### src/source/luma_cost_cfg.svh
// Fixed at build time; cost width must hold 16 rows of 17 squares of full-range coefficients
`ifndef LUMA_COST_CFG_SVH
`define LUMA_COST_CFG_SVH

// ----------------------------------------
// Block geometry
// ----------------------------------------
// Coefficients per AC row and rows per block
`define LUMA_BLOCK_SIZE 16

// ----------------------------------------
// Widths and macroblock shape
// ----------------------------------------
`define LUMA_COEF_WIDTH 16
// 16 * 17 * 2^30 stays below 2^39
`define LUMA_COST_WIDTH 40
// Candidate blocks per macroblock, sent back to back
`define LUMA_NUM_CANDIDATES 4

`endif

### src/source/luma_cost_pkg.sv
// Types only; coefficient and cost widths come from the cfg header and mode ids are 4 bits
`include "luma_cost_cfg.svh"

package luma_cost_pkg;

    // ----------------------------------------
    // Scalar types
    // ----------------------------------------
    typedef logic signed [`LUMA_COEF_WIDTH-1:0] coef_t;
    typedef coef_t [`LUMA_BLOCK_SIZE-1:0]        coef_row_t;

    // Intra prediction mode identifier
    typedef logic [3:0] mode_t;

    // Exact, unsigned block cost
    typedef logic [`LUMA_COST_WIDTH-1:0] cost_t;

    // ----------------------------------------
    // Stage payloads
    // ----------------------------------------
    // One row beat: AC row, matching DC entry, candidate mode
    typedef struct packed {
        coef_row_t ac;
        coef_t     dc;
        mode_t     mode;
    } row_beat_t;

    typedef struct packed {
        mode_t mode;
        cost_t cost;
    } mode_cost_t;

endpackage

### src/source/best_mode_select.sv
// Fixed LUMA_NUM_CANDIDATES blocks per macroblock; ties keep the earliest candidate
`include "luma_cost_cfg.svh"

module best_mode_select
    import luma_cost_pkg::*;
(
    input  logic  clk,
    input  logic  rst_n,
    input  logic  in_valid,
    output logic  in_ready,
    input  cost_t in_cost,
    input  mode_t in_mode,
    output logic  out_valid,
    input  logic  out_ready,
    output cost_t out_cost,
    output mode_t out_mode
);

    localparam int CANDS      = `LUMA_NUM_CANDIDATES;
    localparam int CAND_CNT_W = (CANDS > 1) ? $clog2(CANDS) : 1;

    logic [CAND_CNT_W-1:0] cand_cnt;
    cost_t                 best_cost;
    mode_t                 best_mode;
    cost_t                 win_cost;
    mode_t                 win_mode;
    logic                  take;
    logic                  last_cand;

    assign in_ready  = !out_valid || out_ready;
    assign take      = in_valid && in_ready;
    assign last_cand = (cand_cnt == CAND_CNT_W'(CANDS - 1));

    // ----------------------------------------
    // Winner so far including this candidate
    // ----------------------------------------
    always_comb begin
        win_cost = best_cost;
        win_mode = best_mode;
        // Strictly lower replaces, so equal costs leave the earlier one
        if (cand_cnt == '0 || in_cost < best_cost) begin
            win_cost = in_cost;
            win_mode = in_mode;
        end
    end

    always_ff @(posedge clk or negedge rst_n) begin
        if (!rst_n) begin
            cand_cnt  <= '0;
            out_valid <= 1'b0;
        end else begin
            if (out_valid && out_ready) begin
                out_valid <= 1'b0;
            end
            if (take) begin
                cand_cnt <= last_cand ? '0 : cand_cnt + 1'b1;
                if (last_cand) begin
                    out_valid <= 1'b1;
                end
            end
        end
    end

    always_ff @(posedge clk) begin
        if (take) begin
            best_cost <= win_cost;
            best_mode <= win_mode;
            if (last_cand) begin
                out_cost <= win_cost;
                out_mode <= win_mode;
            end
        end
    end

endmodule

### config.mk
export PLATFORM = sky130hd
export DESIGN_NAME = best_mode_select
export DESIGN_NICKNAME = d
export VERILOG_FILES = /design/src/source/luma_cost_pkg.sv /design/src/source/best_mode_select.sv
export VERILOG_INCLUDE_DIRS = /design/src /design/src/source
export SDC_FILE = /design/constraint.sdc
export NUM_CORES = 1
export LEC_CHECK = 0
export BUFFER_PORTS_ARGS = -buffer_cell sky130_fd_sc_hd__buf_2
export CAP_MARGIN = 20
export CORE_MARGIN = 2
export CORE_UTILIZATION = 50
export CTS_CLUSTER_SIZE = 8
export DETAILED_ROUTE_END_ITERATION = 8
export PLACE_DENSITY_LB_ADDON = 0.15
export SLEW_MARGIN = 10
export SYNTH_ARGS = -nofsm -noshare
export SYNTH_HDL_FRONTEND = slang
export SYNTH_SLANG_ARGS = --single-unit
### constraint.sdc
create_clock -name clk -period 2.8 [get_ports clk]
set_clock_uncertainty 0.1 [all_clocks]
set_input_delay 0.14 -clock clk [delete_from_list [all_inputs] [get_ports clk]]
set_output_delay 0.14 -clock clk [all_outputs]
set_load 0.03 [all_outputs]
; Word level (Yosys, flattened, before mapping)
; Index checks and enable logic that the tools add are counted.
[word_totals]
ff_bits = 91
out_inout_bits = 46
word_cells = 22
input_bits = 48
[classes]
n_eq_ne = 1
n_lt_le_gt_ge = 1
n_addsub = 1
n_reduce_logical = 7
muxes = 6
[op_table]
columns = op, n
row1 = < comparator 40 bit, 1
row2 = 2-to-1 mux 40 bit, 1
row3 = 2-to-1 mux 4 bit, 1
row4 = 2-to-1 mux 1 bit, 3
row5 = adder 2 x 1 -> 2 bit (second input constant), 1
row6 = equality test 2 bit (second input constant), 1
row7 = logical AND 1 bit, 2
row8 = logical NOT 2 bit, 1
row9 = logical OR 1 bit, 2
row10 = 2-to-1 mux 2 bit, 1
row11 = AND reduction 2 bit, 1
row12 = logical NOT 1 bit, 1

; Depth between registers and ports, before layout
[logic_depth]
depth_word = 4
mapped_depth = 10
ltp_nobuf = 9

; Worst setup path after synthesis
; Ideal clock, no wire load.
[synth_path]
path_kind = flip-flop to flip-flop
startpoint = reg out_valid
endpoint = reg out_cost[0] (enable)
path_buffers = 0
setup_time_ns = 0.398
slack_ns = -0.627
stages_incl_launch_ff = 6
synth_period_minus_slack_ns = 3.427
arrival_time_ns = 2.928
required_ns = 2.302
cell_sequence = dfrtp_1 nand2b_1 nand2_1 inv_1 nand2_1 inv_1
[synth_via]
elab_chain_len = 4
[synth_lines]
columns = item, line
row1 = from (decl), best_mode_select.sv:13  ; output logic out_valid,
row2 = from (signal assigned), best_mode_select.sv:50  ; out_valid <= 1'b0;
row3 = from (signal assigned), best_mode_select.sv:53  ; out_valid <= 1'b0;
row4 = from (signal assigned), best_mode_select.sv:58  ; out_valid <= 1'b1;
row5 = logical NOT 1 bit, best_mode_select.sv:30  ; assign in_ready = !out_valid || out_ready;
row6 = logical OR 1 bit, best_mode_select.sv:30
row7 = named net in_ready, best_mode_select.sv:10  ; output logic in_ready,
row8 = logical AND 1 bit, best_mode_select.sv:31  ; assign take = in_valid && in_ready;
row9 = named net take, best_mode_select.sv:27  ; logic take;
row10 = AND reduction 2 bit (no line), -
row11 = to (signal assigned), best_mode_select.sv:69  ; out_cost <= win_cost;
row12 = to (decl), best_mode_select.sv:15  ; output cost_t out_cost,
; The timed path passes the listed nets, and every way through them passes these cells.
; A chain may end at the register's enable or synchronous reset.

; Final worst setup path
[layout_path]
startpoint = reg best_cost[7]
endpoint = reg best_mode[0], data pin
[layout_via]
elab_chain_len = 3
[layout_lines]
columns = item, line
row1 = from (decl), best_mode_select.sv:23  ; cost_t best_cost;
row2 = from (signal assigned), best_mode_select.sv:66  ; best_cost <= win_cost;
row3 = < comparator 40 bit, best_mode_select.sv:41  ; if (cand_cnt == '0 || in_cost < best_cost) begin
row4 = logical OR 1 bit, best_mode_select.sv:41
row5 = 2-to-1 mux 4 bit, best_mode_select.sv:41
row6 = named net win_mode[0], best_mode_select.sv:26  ; mode_t win_mode;
row7 = to (signal assigned), best_mode_select.sv:67  ; best_mode <= win_mode;
row8 = to (decl), best_mode_select.sv:24  ; mode_t best_mode;
; The timed path passes the listed nets, and every way through them passes these cells.

==> results.md <==
- Walking the worst path, the cells encountered are inv_1 -> ha_1 -> nand2_1 -> o21ai_0 -> a41oi_1 -> o21ai_1 -> nand3_2 -> a21oi_4 -> buf_12 -> mux2_2.
- The count of pins on the block boundary is 94.
- The worst pin sits at a relative slew slack of 0.556.
- TritonCTS built the clock tree.
- Setup repair after global routing left no endpoint under its margin.
- Counting the fill cells in the layout gives 670.
- In the finished design, the share of the clock period the worst path needs comes to 0.943.
- The Yosys step of the flow raised 0 warnings.
- In this run the worst hold path is classified as in2reg.
- For this block, the routed nets add up to 8.29 mm of wire.
- The H-tree was split into 3 levels.
- The power per cell area is 819 nW/um2.
- The final weighted congestion of routability-driven global placement is roughly 0.76.
- The antenna diode instance count is 0.
- The clock period minus worst slack is 2.64 ns.
- The core box area is between 8000 and 9000 um2.
- For the worst setup path, the data required time is about 2.8 ns.
- In this run the worst path has a maximum fanout of 18.
- Input and output buffers added on the ports amount to 93.
- The average via count per standard cell is 5.14.
- For this run, the total global-route usage over all layers was measured as 0.171.
- The area growth from synthesis to layout is 19.5%.
- The leakage power figure is roughly 0.0024 uW.
- The final-stage net count is between 400 and 500.
- The first-pass GRT wire length is 12.9 mm.
- The placed wire-length estimate is 5.49 mm.
- The starting DRC count in detailed routing is 100.
- Data arrives at the worst endpoint at about 2.6 ns.
- Yosys instantiated no cell more often than sky130_fd_sc_hd__edfxtp_1.
- Counting distinct cell types in the post-synthesis netlist gives 27.
- The number of setup buffers added after CTS is 0.
- The chip width is 99.1 um.
- The height of the chip is 99.1 um.
- Timing would allow up to ~380 MHz.
- The count of nets left with antenna violations after detail routing is 0.
- The count of placed standard cells in the final layout, fillers left out is a little over 500.
- The biggest area contributor in the post-synthesis netlist is sky130_fd_sc_hd__edfxtp_1.
- The maximum number of buffers from clock root to sink is 2.
- By count the netlist is led by 88 x sky130_fd_sc_hd__edfxtp_1, 44 x sky130_fd_sc_hd__inv_1, 41 x sky130_fd_sc_hd__ha_1.
- The mean post-synth cell area is 15.3 um2.
- The synthesized flop and latch total is between 90 and 100.
- The overall overflow remaining after global route is 0.
- The completed layout was analyzed and its total power is 4430 uW.
- After clock tree synthesis, the clock-pin slew on the worst setup and hold paths is ~0.09 ns.
- The cell chosen for the clock root is sky130_fd_sc_hd__clkbuf_8.
- The largest vdd supply drop is approximately 0.0005 V.
- In this run, synthesis inferred 88 flip-flops with an integrated enable.
- The first detailed-routing pass ran for 4 iterations.
- The starting density of the core is 0.516.
- Counting the buffers created by CTS gives 9.
- After technology mapping, the gate count stands at 295.
- The sequential area share after synthesis is 0.600.
- The number of nets handed over by synthesis was 384.
- The worst setup path is launched from a register.
- The number of vias in the routed layout is 2668.
- The critical path is of the reg2reg type.
- The peak per-stage delay on the critical path is ~0.37 ns.
- The full die area is ~9800 um2.
- The initial antenna violation count was 0.
- The number of pins with negative max-slew slack in the final report is 0.
- The number of violations of the max-capacitance limit is 0.
- STA classifies the critical path endpoint as a register.
- In the synthesized netlist the async set-or-reset flop fraction comes to 0.0330.
- The number of global-route vias before repair came to 2640.
- Ranked by total cell area, the synthesized netlist is headed by sky130_fd_sc_hd__edfxtp_1 58%, sky130_fd_sc_hd__mux2_4 13%, sky130_fd_sc_hd__ha_1 11%.
- Counting every sink on the clock net gives 91.
- The number of placed instances with taps included is 496.
- The post-detailed-route wirelength per cell is 16.0 um.
- The remaining design rule violation count is 0.
- The floorplan has 34 rows.
- In the final timing run, aggregate negative setup slack is 0 ns.
- The final count of negative-setup-slack endpoints is 0.
- The proportion of netlist area held by the largest area contributor is 0.584.
- Summing every instance area after synthesis gives 4530 um2.
- The most used flip-flop cell after synthesis is sky130_fd_sc_hd__edfxtp_1.
- The run finished with clean final reports.
- The proportion of layout cells with a drive suffix above 1 is 0.399.
- For the pin with the worst max-slew slack, the measured transition is 0.666 ns.
- The slowest library cell on the worst path is sky130_fd_sc_hd__mux2_2.
- The largest net degree at the start of global routing is 48.
- The clock latency on the worst-skew pair is 0.36 ns.
- The count of endpoints failing hold in the final timing report is 0.
==> final timing paths <==
check                                         end  cells after the start                    from  slack (ns)
setup / recovery           best_mode[0]$_DFFE_PP_                     10  best_cost[7]$_DFFE_PP_        0.16
hold / removal             out_cost[25]$_DFFE_PP_                      2             in_cost[25]        0.01
setup reg to reg           best_mode[0]$_DFFE_PP_                     10  best_cost[7]$_DFFE_PP_        0.16
hold reg to reg               out_valid$_DFF_PN0_                      2     out_valid$_DFF_PN0_        0.42
max in group asynchronous     out_valid$_DFF_PN0_                      3                   rst_n        1.87
min in group asynchronous     out_valid$_DFF_PN0_                      3                   rst_n        0.56
==> per-stage QoR <==
step	utilization	hold WS (ns)	setup WS [ns]	cell area, um2
floorplan	-	-0.256	0.0577	4540
global placement	0.586	-0.157	0.216	5130
detailed placement	0.586	-0.153	0.161	5130
CTS	0.612	0.000544	0.133	5370
global route	0.617	0.00313	0.0205	5410
finish	0.617	0.0120	0.160	5410
==> metal layers <==
layer,global-route usage,wire [um]
met5,0,0
met4,0.0653,112
met3,0.0415,433
met2,0.260,3730
met1,0.240,4010
==> timing repair <==
item | in CTS | in global routing
endpoints found under the hold margin | 9 | 2
hold buffers | 6 | 1
setup endpoints to repair | 0 | 4
resized for setup | 0 | 1
==> logic make-up (layout without fill, tap and decap cells) <==
| family | count (synthesis) | in the layout | share of synthesized area |
|---|---|---|---|
| muxes | 44 | 44 | 0.143 |
| AOI/OAI and AO/OA | 37 | 37 | 0.0470 |
| adders and majority gates | 41 | 41 | 0.113 |
| and+or+nand+nor | 34 | 34 | 0.0423 |
| DFF | 91 | 91 | 0.600 |
| buffers and inverters | 48 | 164 | 0.0542 |
==> report_power, final <==
| part | total (uW) | internal, uW | switching (uW) |
|---|---|---|---|
| sequential | 2020 | 1910 | 110 |
| clock | 842 | 402 | 440 |
| combinational | 1570 | 718 | 852 |
| total | 4430 | 3030 | 1400 |
==> registers in the layout (all words and copies together), names as in the netlist <==
name,count
best_mode,4
out_cost,40
out_valid,1
out_mode,4
cand_cnt,2
best_cost,40
==> area by class of cell <==
| cell class | instances | area [um2] | area share |
|---|---|---|---|
| well taps | 108 | 135 | 0.0250 |
| inverters | 44 | 173 | 0.0319 |
| flip-flops and latches | 91 | 2720 | 0.503 |
| repair buffers | 105 | 628 | 0.116 |
| clock buffers | 11 | 131 | 0.0243 |
| multi-input cells | 156 | 1580 | 0.292 |
| clock inverters | 4 | 42.5 | 0.00787 |
==> critical path: cells and delay by family (launching register included) <==
kind,cells,cell delay (ns)
AOI/OAI and AO/OA,4,0.81
muxes,1,0.37
DFF,1,0.36
adders and majority gates,1,0.29
buffers and inverters,2,0.28
and+or+nand+nor,2,0.19
==> placed cells by master, fill, tap and decap left out, types with 7 or more instances in the layout <==
master,n
sky130_fd_sc_hd__buf_2,93
sky130_fd_sc_hd__edfxtp_1,88
sky130_fd_sc_hd__inv_1,42
sky130_fd_sc_hd__ha_1,41
sky130_fd_sc_hd__mux2_4,40
sky130_fd_sc_hd__a21oi_1,19
sky130_fd_sc_hd__nand2_1,14
sky130_fd_sc_hd__o21ai_0,10
sky130_fd_sc_hd__clkbuf_8,9
sky130_fd_sc_hd__dlygate4sd3_1,7
Power figures use the tool's default switching activity.
