$ cat src/source/luma_cost_cfg.svh
// Fixed at build time; cost width must hold 16 rows of 17 squares of full-range coefficients
`ifndef LUMA_COST_CFG_SVH
`define LUMA_COST_CFG_SVH

// ----------------------------------------
// Block geometry
// ----------------------------------------
// Coefficients per AC row and rows per block
`define LUMA_BLOCK_SIZE 16

// ----------------------------------------
// Widths and macroblock shape
// ----------------------------------------
`define LUMA_COEF_WIDTH 16
// 16 * 17 * 2^30 stays below 2^39
`define LUMA_COST_WIDTH 40
// Candidate blocks per macroblock, sent back to back
`define LUMA_NUM_CANDIDATES 4

`endif

$ cat src/source/luma_cost_pkg.sv
// Types only; coefficient and cost widths come from the cfg header and mode ids are 4 bits
`include "luma_cost_cfg.svh"

package luma_cost_pkg;

    // ----------------------------------------
    // Scalar types
    // ----------------------------------------
    typedef logic signed [`LUMA_COEF_WIDTH-1:0] coef_t;
    typedef coef_t [`LUMA_BLOCK_SIZE-1:0]        coef_row_t;

    // Intra prediction mode identifier
    typedef logic [3:0] mode_t;

    // Exact, unsigned block cost
    typedef logic [`LUMA_COST_WIDTH-1:0] cost_t;

    // ----------------------------------------
    // Stage payloads
    // ----------------------------------------
    // One row beat: AC row, matching DC entry, candidate mode
    typedef struct packed {
        coef_row_t ac;
        coef_t     dc;
        mode_t     mode;
    } row_beat_t;

    typedef struct packed {
        mode_t mode;
        cost_t cost;
    } mode_cost_t;

endpackage

$ cat src/source/block_cost_accum.sv
// Assumes exactly LUMA_BLOCK_SIZE rows per block and a mode held constant across them
`include "luma_cost_cfg.svh"

module block_cost_accum
    import luma_cost_pkg::*;
(
    input  logic  clk,
    input  logic  rst_n,
    input  logic  in_valid,
    output logic  in_ready,
    input  cost_t in_energy,
    input  mode_t in_mode,
    output logic  out_valid,
    input  logic  out_ready,
    output cost_t out_cost,
    output mode_t out_mode
);

    localparam int ROWS      = `LUMA_BLOCK_SIZE;
    localparam int ROW_CNT_W = $clog2(ROWS);

    logic [ROW_CNT_W-1:0] row_cnt;
    cost_t                sum_q;
    mode_t                block_mode;
    logic                 take;
    logic                 last_row;

    // Only a finished block waiting downstream blocks new rows
    assign in_ready = !out_valid || out_ready;
    assign take     = in_valid && in_ready;
    assign last_row = (row_cnt == ROW_CNT_W'(ROWS - 1));

    // ----------------------------------------
    // Row counter and running sum
    // ----------------------------------------
    always_ff @(posedge clk or negedge rst_n) begin
        if (!rst_n) begin
            row_cnt   <= '0;
            sum_q     <= '0;
            out_valid <= 1'b0;
        end else begin
            if (out_valid && out_ready) begin
                out_valid <= 1'b0;
            end
            if (take) begin
                if (last_row) begin
                    row_cnt   <= '0;
                    sum_q     <= '0;
                    out_valid <= 1'b1;
                end else begin
                    row_cnt <= row_cnt + 1'b1;
                    sum_q   <= sum_q + in_energy;
                end
            end
        end
    end

    // Mode latched on row 0, result on the last row
    always_ff @(posedge clk) begin
        if (take && row_cnt == '0) begin
            block_mode <= in_mode;
        end
        if (take && last_row) begin
            out_cost <= sum_q + in_energy;
            out_mode <= block_mode;
        end
    end

    // Every later row of a block carries the mode seen on its first row
    mode_steady_a : assert property (
        @(posedge clk) disable iff (!rst_n)
        (take && row_cnt != '0) |-> (in_mode == block_mode)
    ) else $error("block_cost_accum: mode changed inside a block");

endmodule

$ cat config.mk
export PLATFORM = sky130hd
export DESIGN_NAME = block_cost_accum
export DESIGN_NICKNAME = d
export VERILOG_FILES = /design/src/source/luma_cost_pkg.sv /design/src/source/block_cost_accum.sv
export VERILOG_INCLUDE_DIRS = /design/src /design/src/source
export SDC_FILE = /design/constraint.sdc
export NUM_CORES = 1
export LEC_CHECK = 0
export BUFFER_PORTS_ARGS = -buffer_cell sky130_fd_sc_hd__buf_2
export CAP_MARGIN = 0
export CORE_MARGIN = 2
export CORE_UTILIZATION = 35
export CTS_CLUSTER_SIZE = 14
export DETAILED_ROUTE_END_ITERATION = 12
export SETUP_SLACK_MARGIN = 0.02
export SYNTH_ARGS = -nofsm -noshare
export SYNTH_HDL_FRONTEND = slang
export SYNTH_SLANG_ARGS = --single-unit
export TNS_END_PERCENT = 5
$ cat constraint.sdc
create_clock -name clk -period 5.6 [get_ports clk]
set_input_delay 0.56 -clock clk [delete_from_list [all_inputs] [get_ports clk]]
set_output_delay 0.56 -clock clk [all_outputs]
set_load 0.01 [all_outputs]
**Yosys cells after proc, flatten, opt, wreduce, memory -nomap -nowiden**

Cells that the tools add are included.
Widths: inputs -> output; s select.

- Output and inout port bits: 46
- Register bits after elaboration: 93

- Mux-type cells: 5
- Equality and inequality tests: 1
- Reduce and logical (&&, ||, !) cells: 7
- Add/sub/neg operators: 2

Operators by type and width:

| cell | count |
|---|---|
| $add 40x40->40 | 1 |
| $mux 40 | 1 |
| $add 4x1->4 const B | 1 |
| $eq 4x4->1 const B | 1 |
| $logic_and 1x1->1 | 4 |
| $logic_not 4->1 | 1 |
| $mux 4 | 1 |
| $mux 1 | 3 |
| $logic_not 1->1 | 1 |
| $logic_or 1x1->1 | 1 |

**Logic depth before layout (Yosys ltp)**

Gate-level depths: netlist of run 1.

- Depth after elaboration: 4
- Mapped depth: 10

**Least setup slack after synthesis of run 1**

No wires, ideal clock.

- Kind: in2reg
- Start: input out_ready
- End: register out_cost[0], enable pin
- Arrival: 3,039 ps
- Path slack: 2,115 ps
- Stages: 4
- Setup time: 445 ps
- Cells stage by stage: nand2b_1 > nand2_1 > clkbuf_1 > nor2_1

- Cells in the longest elaborated chain, start to end: 3

RTL lines:

| item | line | source |
|---|---|---|
| start, declared | block_cost_accum.sv:14 | `input logic out_ready,` |
| $logic_or 1x1->1 | block_cost_accum.sv:29 | `assign in_ready = !out_valid \|\| out_ready;` |
| $logic_and 1x1->1 | block_cost_accum.sv:30 | `assign take = in_valid && in_ready;` |
| $logic_and 1x1->1 | block_cost_accum.sv:63 | `if (take && last_row) begin` |
| end signal, assigned | block_cost_accum.sv:64 | `out_cost <= sum_q + in_energy;` |
| end, declared | block_cost_accum.sv:15 | `output cost_t out_cost,` |

No other way between the ends.
A chain may end at the register's enable or synchronous reset.

**Worst setup path after layout of run 1**

- Start: register sum_q[0]
- End: register out_cost[36], data pin

- Cells in the longest elaborated chain, start to end: 1

RTL lines:

| item | line | source |
|---|---|---|
| start, declared | block_cost_accum.sv:23 | `cost_t sum_q;` |
| start signal, assigned | block_cost_accum.sv:52 | `sum_q <= sum_q + in_energy;` |
| $add 40x40->40 | block_cost_accum.sv:64 |  |

No other way between the ends.

==> results_dict.tcl, run 1 <==
set metrics [dict create \
    pre_cts_slack_ns 2.44 \
    cp_slowest_cell "fa_1" \
    yosysWarnings 0 \
    avgSynthCellArea_um2 11.1 \
    io_pins 94 \
    vias 4246 \
    synth_cell_type_count 66 \
    synthCells 498 \
    routed_wl_um 13300 \
    synth-compound-area-share 0.231 \
    worstPathRequired_ns 5.71 \
    ys_seq_area_frac 0.466 \
    setup_viol 0 \
    setup_ws_ns 2.68 \
    clk_pin_slew_ns 0.07 \
    max_freq_mhz 342 \
    ys.flop_type "edfxtp_1" \
    ctsHoldBuffers 0 \
    htree_levels 3 \
    nNetsFinal 671 \
    cellPowerDensity_mw_per_mm2 566 \
    drtIter0Drc 266 \
    syn_to_final_growth_pct 16.5 \
    hold_path.class "primary input to register" \
    grt_max_degree 46 \
    cap_viol_max_count 0 \
    place.gp.congestion 0.879 \
    drc_errors 0 \
    synthMuxAreaShare 0 \
    die_w_um 129 \
    synth_top_family_by_area "compound AO/OA/AOI/OAI gates" \
    cts_tree "built" \
    grt_pass1_vias 4239 \
    skew_ns 0.00644 \
    core_mm2 0.0153 \
    cp_max_fo 3 \
    synthesis.area_mm2 0.00550 \
    synth-xor-area-share 0.0659 \
    slew_headroom 0.264 \
    post_dp_cell_area_mm2 0.00612 \
    startpoint_type "register" \
    clock_latency_ns 0.35 \
    antenna_found_initial 0 \
    reg2reg_slack_ns 2.68 \
    finalHoldViolCount 0 \
    ant_nets 0 \
    drive_gt1_frac 0.247 \
    ys_seq_elements 93 \
    status "finished, final reports clean" \
    portBuffers 93 \
    synth_fp_nets 588 \
    fin_tns_setup_ns 0 \
    initial_core_util 0.361 \
    drv_slew 0 \
    globalRoute.totalOverflow 0 \
    cpMostUsedCell "a21oi_1" \
    n_fill_cell 1494 \
    worst_ep_arrival_time_ns 3.03 \
    cts-resized-gates 0 \
    grt_first_pass_wirelength_um 21700 \
    postCtsSetupRepairBufs 0 \
    fp.dieArea_mm2 0.0167 \
    std_cell_rows 45 \
    via_per_inst 5.32 \
    rsz0062_at_grt "false" \
    slowest_delay_ns 0.42 \
    die_y_um 129 \
    worstSetupPathType "register to register" \
    cts_buffer_depth 2 \
    leakage_uw 0.00272 \
    numCtsBuffers 9 \
    cts_root_buf "clkbuf_16" \
    period_share 0.522 \
    cp-end-kind "register" \
    synth_adder_area_share 0.0968 \
    synthSimpleGateAreaFrac 0.106 \
    dp_hpwl_um 9450 \
    synth_edf_count 48 \
    max_slew.worst_pin.slew_ns 1.10 \
    drt_pass1_iterations 5 \
    routedWlPerCell_um 16.7 \
    vdd_drop_max_mv 0.169 \
    synthArstFlopShare 0.484 \
    crit_chain "ha_1 -> fa_1 -> a21oi_1 -> o211ai_2 -> a32oi_1 -> nor4_1 -> o21ai_1 -> a21oi_1 -> or3_1 -> and2_1" \
    final_area_mm2 0.00641 \
    cts_sinks 93 \
    fin_crit_ns 2.92 \
    track_usage 0.166 \
]
-- metrics by stage --
stage	utilization	power, µW	hold WS (ns)	std cells
CTS	0.420	3650	0.376	797
global route	0.420	3920	0.385	797
detailed placement	0.401	3030	0.406	781
finish	0.420	3630	0.388	798
global placement	0.401	2990	0.402	781
floorplan	-	2660	0.264	498
-- sequential cells by signal, summed over array words and instances, names as in the netlist --
| name | cells |
|---|---|
| out_mode | 4 |
| row_cnt | 4 |
| block_mode | 4 |
| sum_q | 40 |
| out_valid | 1 |
| out_cost | 40 |
-- synth_stat cells, types with 4 or more instances --
library cell | count | area share
a211oi_1 | 6 | 0.0082
a21o_1 | 15 | 0.020
a21oi_1 | 44 | 0.040
a22o_1 | 38 | 0.060
buf_2 | 8 | 0.0073
buf_6 | 4 | 0.0082
clkbuf_1 | 10 | 0.0068
dfrtp_1 | 45 | 0.20
edfxtp_1 | 48 | 0.26
ha_1 | 41 | 0.093
inv_1 | 11 | 0.0075
nand2_1 | 44 | 0.030
nand3_1 | 13 | 0.012
nand4_1 | 6 | 0.0068
nor2_1 | 18 | 0.012
nor4_1 | 4 | 0.0045
o21ai_0 | 22 | 0.020
o21ai_1 | 7 | 0.0064
o21ai_2 | 5 | 0.0080
o21bai_1 | 4 | 0.0055
or3_1 | 5 | 0.0057
xnor2_1 | 22 | 0.035
xor2_1 | 12 | 0.019
-- worst paths after layout --
| path | start | to | depth (start not counted) |
|---|---|---|---|
| min in group asynchronous | rst_n | sum_q[22] | 1 |
| setup / recovery | sum_q[0] | out_cost[36] | 10 |
| hold / removal | in_mode[3] | block_mode[3] | 1 |
| max in group asynchronous | rst_n | sum_q[33] | 1 |
| setup reg to reg | sum_q[0] | out_cost[36] | 10 |
| hold reg to reg | block_mode[1] | out_mode[1] | 0 |
-- worst max-delay path: cells and delay by family, from the launching register on --
family | cells | cell delay [ns]
flip-flops | 1 | 0.38
AND/OR/NAND/NOR | 3 | 0.64
AO/OA/AOI/OAI | 5 | 1.00
adder cells (fa/ha/maj) | 2 | 0.65
-- placed cells by master (no fill, tap or decap), types with 17 or more instances in the layout --
master,Yosys,routed
dfrtp_1,45,45
buf_2,8,93
a22o_1,38,38
xnor2_1,22,22
nor2_1,18,17
o21ai_0,22,22
a21oi_1,44,44
ha_1,41,41
nand2_1,44,44
edfxtp_1,48,48
-- metal layers --
layer / GRT usage / up-vias / share of wire
li1: - / 2065 / -
met1: 0.231 / 2042 / 0.47
met2: 0.252 / 121 / 0.45
met3: 0.0297 / 18 / 0.061
met4: 0.0774 / 0 / 0.020
met5: 0 / - / 0
-- layout make-up --
cell class	count	area [µm²]	area share
timing repair buffer	96	488	0.0761
sequential	93	2570	0.401
inverter	11	41.3	0.00644
tap	211	264	0.0412
multi-input combinational	370	2760	0.430
clock inverter	6	48.8	0.00761
antenna	1	2.50	0.000390
clock buffer	10	239	0.0373
-- report_power, final --
group          internal, µW  total [µW]  switching, µW
sequential             1010        1120            109
clock                   315         588            273
combinational           801        1920           1120
-- logic make-up (layout without fill, tap and decap cells) --
family | Yosys count | after routing
AOI/OAI and AO/OA | 175 | 175
and+or+nand+nor | 115 | 115
DFF | 93 | 93
adders and majority gates | 42 | 42
xor gates and xnor gates | 38 | 38
buffers and inverters | 35 | 123
other | 0 | 1
No activity file was read; power rests on OpenSTA's default activity.
==> inputs of run 2 (changes only) <==
Settings changed: ABC_AREA from default to 1.
Clock period 5.6 ns to 2.6 ns, I/O delays scaled along.
==> results_dict.tcl, run 2 <==
set metrics [dict create \
    status "complete, but fails checks" \
    violations "hold timing" \
    holdWs_ns -0.00219 \
    synth_cell_type_count 36 \
    yosysWarnings 0 \
    cts_buffer_depth 2 \
    startpoint_type "register" \
    max_freq_mhz 428 \
    synth_area_leaders "edfxtp_1 (23%), nand2_1 (19%), dfrtp_1 (18%)" \
    io_pins 94 \
    skew_ns 0.00960 \
    worstSetupPathType "register to register" \
    grt_pass1_vias 5300 \
    portBuffers 93 \
    clock_latency_ns 0.35 \
    synth_edf_count 48 \
    mostFrequentLayoutCell "nand2_1" \
    ctsHoldBuffers 0 \
    core_mm2 0.0178 \
    reg_top3 "out_cost (40), sum_q (40)" \
    cap_viol_max_count 0 \
    leakage_uw 0.00394 \
    dp_hpwl_um 12900 \
    ys.flop_type "edfxtp_1" \
    drc_errors 0 \
    fin_crit_ns 2.33 \
    ys_seq_elements 93 \
    intPower_uw 4810 \
    cts-resized-gates 0 \
    worst_ep_arrival_time_ns 2.43 \
    grt_max_degree 45 \
    std_cell_rows 49 \
    antenna_found_initial 0 \
    avgSynthCellArea_um2 7.28 \
    yosys.area.top_type_share 0.229 \
    clk_pin_slew_ns 0.06 \
    routedWlPerCell_um 13.7 \
    setup_viol 0 \
    clkPwrFrac 0.166 \
    drtIter0Drc 369 \
    cp_max_fo 4 \
    synthArstFlopShare 0.484 \
    n_fill_cell 1900 \
    power.share.switching 0.445 \
    synthTopCellsByCount "nand2_1 (312), inv_1 (142), nor2_1 (73), edfxtp_1 (48)" \
    postCtsSetupRepairBufs 0 \
    fp.dieArea_mm2 0.0191 \
    synthesis.area_mm2 0.00629 \
    track_usage 0.179 \
    numCtsBuffers 9 \
    worstPathRequired_ns 2.70 \
    htree_levels 3 \
    die_w_um 138 \
    nNetsFinal 1058 \
    synthCells 865 \
    period_share 0.898 \
    place.gp.congestion 0.925 \
    layout_common_cells "nand2_1 (312), inv_1 (142), buf_2 (93)" \
    ys_seq_area_frac 0.408 \
    syn_to_final_growth_pct 17.6 \
    drv_slew 0 \
    drt_pass1_iterations 5 \
    yosysMostFrequentCell "nand2_1" \
    die_y_um 138 \
    hold_path.class "primary input to async pin" \
    rsz0062_at_grt "false" \
    combPwrFrac 0.552 \
    cts_tree "built" \
    max_slew.worst_pin.slew_ns 0.813 \
    grt_first_pass_wirelength_um 27300 \
    drive_gt1_frac 0.147 \
    ant_nets 0 \
    via_per_inst 4.63 \
    cellPowerDensity_mw_per_mm2 1170 \
    initial_core_util 0.354 \
    fin_tns_setup_ns 0 \
    slew_headroom 0.458 \
    cts_sinks 93 \
    synth_top_area_cell "edfxtp_1" \
    cts_root_buf "clkbuf_16" \
    vias 5563 \
    finalHoldViolCount 2 \
    routed_wl_um 16500 \
    synth_fp_nets 955 \
    cp-end-kind "register" \
    globalRoute.totalOverflow 0 \
    switchingPower_uw 3850 \
    vdd_drop_max_mv 0.400 \
    p_seq_frac 0.282 \
    antenna_cells 0 \
]
==> run 2: cell types whose count changed after synthesis, sizes merged, moves of 8 or more <==
cell,previous run,this run
nand2,44,319
inv,11,144
nor2,18,77
nand3,13,53
a22o,38,3
and2,3,19
a21o,16,1
a21oi,47,35
xnor2,25,13
a211oi,8,0
buf,13,5
clkbuf,11,3
or3,8,0
xor2,13,5
==> run 2: kinds of logic (layout without fill, tap and decap cells) <==
| kind of cell | after synthesis | in the layout | synth area share |
|---|---|---|---|
| simple gates | 487 | 487 | 0.328 |
| buf+inv | 152 | 260 | 0.0913 |
| flops | 93 | 93 | 0.408 |
| compound gates | 73 | 73 | 0.0626 |
| fa+ha+maj | 42 | 42 | 0.0847 |
| xor+xnor | 18 | 18 | 0.0250 |
==> run 2: cell type report <==
type | count | area [µm²] | share of cell area
Clock inverter | 4 | 72.6 | 0.00980
Sequential cell | 93 | 2570 | 0.347
Clock buffer | 12 | 246 | 0.0333
Inverter | 144 | 541 | 0.0730
Timing Repair Buffer | 100 | 531 | 0.0717
Multi-Input combinational cell | 620 | 3160 | 0.427
Tap cell | 229 | 287 | 0.0387
==> run 2: worst paths after layout <==
path                       cells past startpoint  slack [ns]             to     startpoint
setup / recovery                              11        0.27   out_cost[22]       sum_q[0]
hold / removal                                 1      -0.002      sum_q[37]          rst_n
setup reg to reg                              11        0.27   out_cost[22]       sum_q[0]
hold reg to reg                                0        0.42    out_mode[2]  block_mode[2]
max in group asynchronous                      2        1.93       sum_q[4]          rst_n
min in group clk                               1        0.09  block_mode[1]     in_mode[1]
==> run 2: power groups by stage <==
| stage | combinational, µW | sequential [µW] | clock [µW] |
|---|---|---|---|
| floorplan | 3530 | 2460 | 0 |
| global placement | 4720 | 2460 | 0 |
| detailed placement | 4760 | 2460 | 0 |
| CTS | 4800 | 2440 | 1480 |
| global route | 5510 | 2490 | 1530 |
| finish | 4780 | 2440 | 1430 |
==> run 2: worst max-delay path, cell delays in order, from the launching register on <==
cell and delay (ns):
dfrtp_1 0.38, ha_1 0.24, fa_1 0.40, nand3_1 0.10
nand3_2 0.12, nand2_1 0.09, nand2_1 0.10, nand2_1 0.09
nand3_2 0.18, nand2_1 0.10, inv_1 0.04, or2_2 0.26
==> run 2: routing by layer <==
metal	up-vias	GRT usage	routed length [µm]
met2	122	0.264	6920
li1	2916	-	-
met4	0	0.0596	274
met1	2511	0.273	8610
met3	14	0.0225	717
met5	-	0	0
==> run 2: per-stage QoR <==
step	setup WS, ns	utilization	total power [µW]	instances	cell area, µm²
finish	0.265	0.416	8660	1202	7400
global route	0.103	0.416	9530	1202	7400
floorplan	0.402	-	5990	865	6300
CTS	0.261	0.416	8710	1202	7400
global placement	0.270	0.398	7180	1186	7080
detailed placement	0.253	0.398	7220	1186	7080
==> inputs of run 3 (changes only) <==
Clock period 2.6 ns to 3 ns, I/O delays scaled along.
==> results_dict.tcl, run 3 (synthesis gave the netlist of run 2 again) <==
set metrics [dict create \
    finalHoldViolCount 0 \
    drv_slew 0 \
    cts_tree "built" \
    fp.dieArea_mm2 0.0191 \
    cpMostUsedCell "nand2_1" \
    grt_first_pass_wirelength_um 28100 \
    numCtsBuffers 9 \
    htree_levels 3 \
    cellPowerDensity_mw_per_mm2 1010 \
    initial_core_util 0.354 \
    skew_ns 0.0111 \
    syn_to_final_growth_pct 16.9 \
    final_area_mm2 0.00735 \
    cts_root_buf "clkbuf_16" \
    setup_viol 0 \
    reg_top3 "out_cost (40), sum_q (40)" \
    dp_hpwl_um 13600 \
    power.share.switching 0.456 \
    cp_slowest_cell "fa_1" \
    antenna_cells 0 \
    fin_tns_setup_ns 0 \
    max_slew.worst_pin.slew_ns 0.754 \
    drt_pass1_iterations 5 \
    n_fill_cell 1901 \
    grt_pass1_vias 5619 \
    clkPwrFrac 0.158 \
    switchingPower_uw 3400 \
    slowest_delay_ns 0.46 \
    core_mm2 0.0178 \
    mostFrequentLayoutCell "nand2_1" \
    leakage_uw 0.00392 \
    die_y_um 138 \
    vdd_drop_max_mv 0.371 \
    combPwrFrac 0.559 \
    worst_ep_arrival_time_ns 2.52 \
    track_usage 0.184 \
    vias 5561 \
    routedWlPerCell_um 14.3 \
    drc_errors 0 \
    place.gp.congestion 0.926 \
    slew_headroom 0.497 \
    fin_crit_ns 2.41 \
    crit_chain "ha_1 -> fa_1 -> nand3_1 -> nand3_2 -> nand2_1 -> nand2_1 -> nand2_1 -> nand3_2 -> nand2_1 -> inv_1 -> or2_2" \
    clock_latency_ns 0.36 \
    cts_sinks 93 \
    antenna_found_initial 0 \
    max_freq_mhz 415 \
    grt_max_degree 47 \
    cap_viol_max_count 0 \
    rsz0062_at_grt "false" \
    intPower_uw 4060 \
    holdWs_ns 0.00159 \
    worst_r2r_path_depth 11 \
    routed_wl_um 17100 \
    period_share 0.802 \
    post_dp_cell_area_mm2 0.00706 \
    die_w_um 138 \
    p_seq_frac 0.283 \
    cts_buffer_depth 2 \
    drtIter0Drc 317 \
    nNetsFinal 1055 \
    ant_nets 0 \
    via_per_inst 4.64 \
    clk_pin_slew_ns 0.07 \
    drive_gt1_frac 0.144 \
    layout_common_cells "nand2_1 (312), inv_1 (142), buf_2 (93)" \
    postCtsSetupRepairBufs 0 \
    std_cell_rows 49 \
    startpoint_type "register" \
    ctsHoldBuffers 0 \
    worstSetupPathType "register to register" \
    status "finished, final reports clean" \
    cp_max_fo 4 \
    portBuffers 93 \
    cts-resized-gates 0 \
    hold_path.class "primary input to async pin" \
    worstPathRequired_ns 3.11 \
    cp-end-kind "register" \
    globalRoute.totalOverflow 0 \
    io_pins 94 \
]
==> run 3: layout make-up <==
type,count,area (µm²),share of cell area
clock buffer,11,233,0.0316
timing repair buffer,97,508,0.0691
multi-input combinational,620,3160,0.430
tap,229,287,0.0390
inverter,144,541,0.0735
clock inverter,5,60.1,0.00817
sequential,93,2570,0.349
==> run 3: per-stage QoR <==
| stage | total power, µW | worst slack [ns] | instances | utilization |
|---|---|---|---|---|
| after floorplan | 5190 | 0.331 | 865 | - |
| after global placement | 6260 | 0.652 | 1183 | 0.397 |
| after detailed placement | 6300 | 0.574 | 1183 | 0.397 |
| after CTS | 7510 | 0.595 | 1199 | 0.414 |
| after global routing | 8200 | 0.401 | 1199 | 0.414 |
| final | 7460 | 0.593 | 1199 | 0.414 |
==> run 3: worst paths after layout <==
kind                               startpoint             to  slack, ns
worst max-delay path                 sum_q[0]   out_cost[22]       0.59
worst min-delay path                    rst_n       sum_q[4]      0.002
worst max register to register       sum_q[0]   out_cost[22]       0.59
worst min register to register  block_mode[1]    out_mode[1]       0.42
max in group asynchronous               rst_n      sum_q[18]       2.24
min in group clk                   in_mode[3]  block_mode[3]       0.13
==> run 3: power groups by stage <==
| stage | registers, µW | clock network (µW) | logic [µW] |
|---|---|---|---|
| global route | 2160 | 1240 | 4800 |
| global placement | 2130 | 0 | 4140 |
| CTS | 2110 | 1200 | 4200 |
| floorplan | 2130 | 0 | 3060 |
| finish | 2110 | 1170 | 4170 |
| detailed placement | 2130 | 0 | 4170 |
==> run 3: routing by layer <==
metal / vias up / global-route usage / share of wire
li1: 2904 / - / -
met1: 2509 / 0.268 / 0.51
met2: 133 / 0.281 / 0.43
met3: 15 / 0.0294 / 0.045
met4: 0 / 0.0602 / 0.015
met5: - / 0 / 0
==> run 3: critical path, delay by kind of cell (launching register included) <==
family / cells / cell delay (ns)
adders and majority gates: 2 / 0.70
buffers and inverters: 1 / 0.04
DFF: 1 / 0.39
and+or+nand+nor: 8 / 1.03
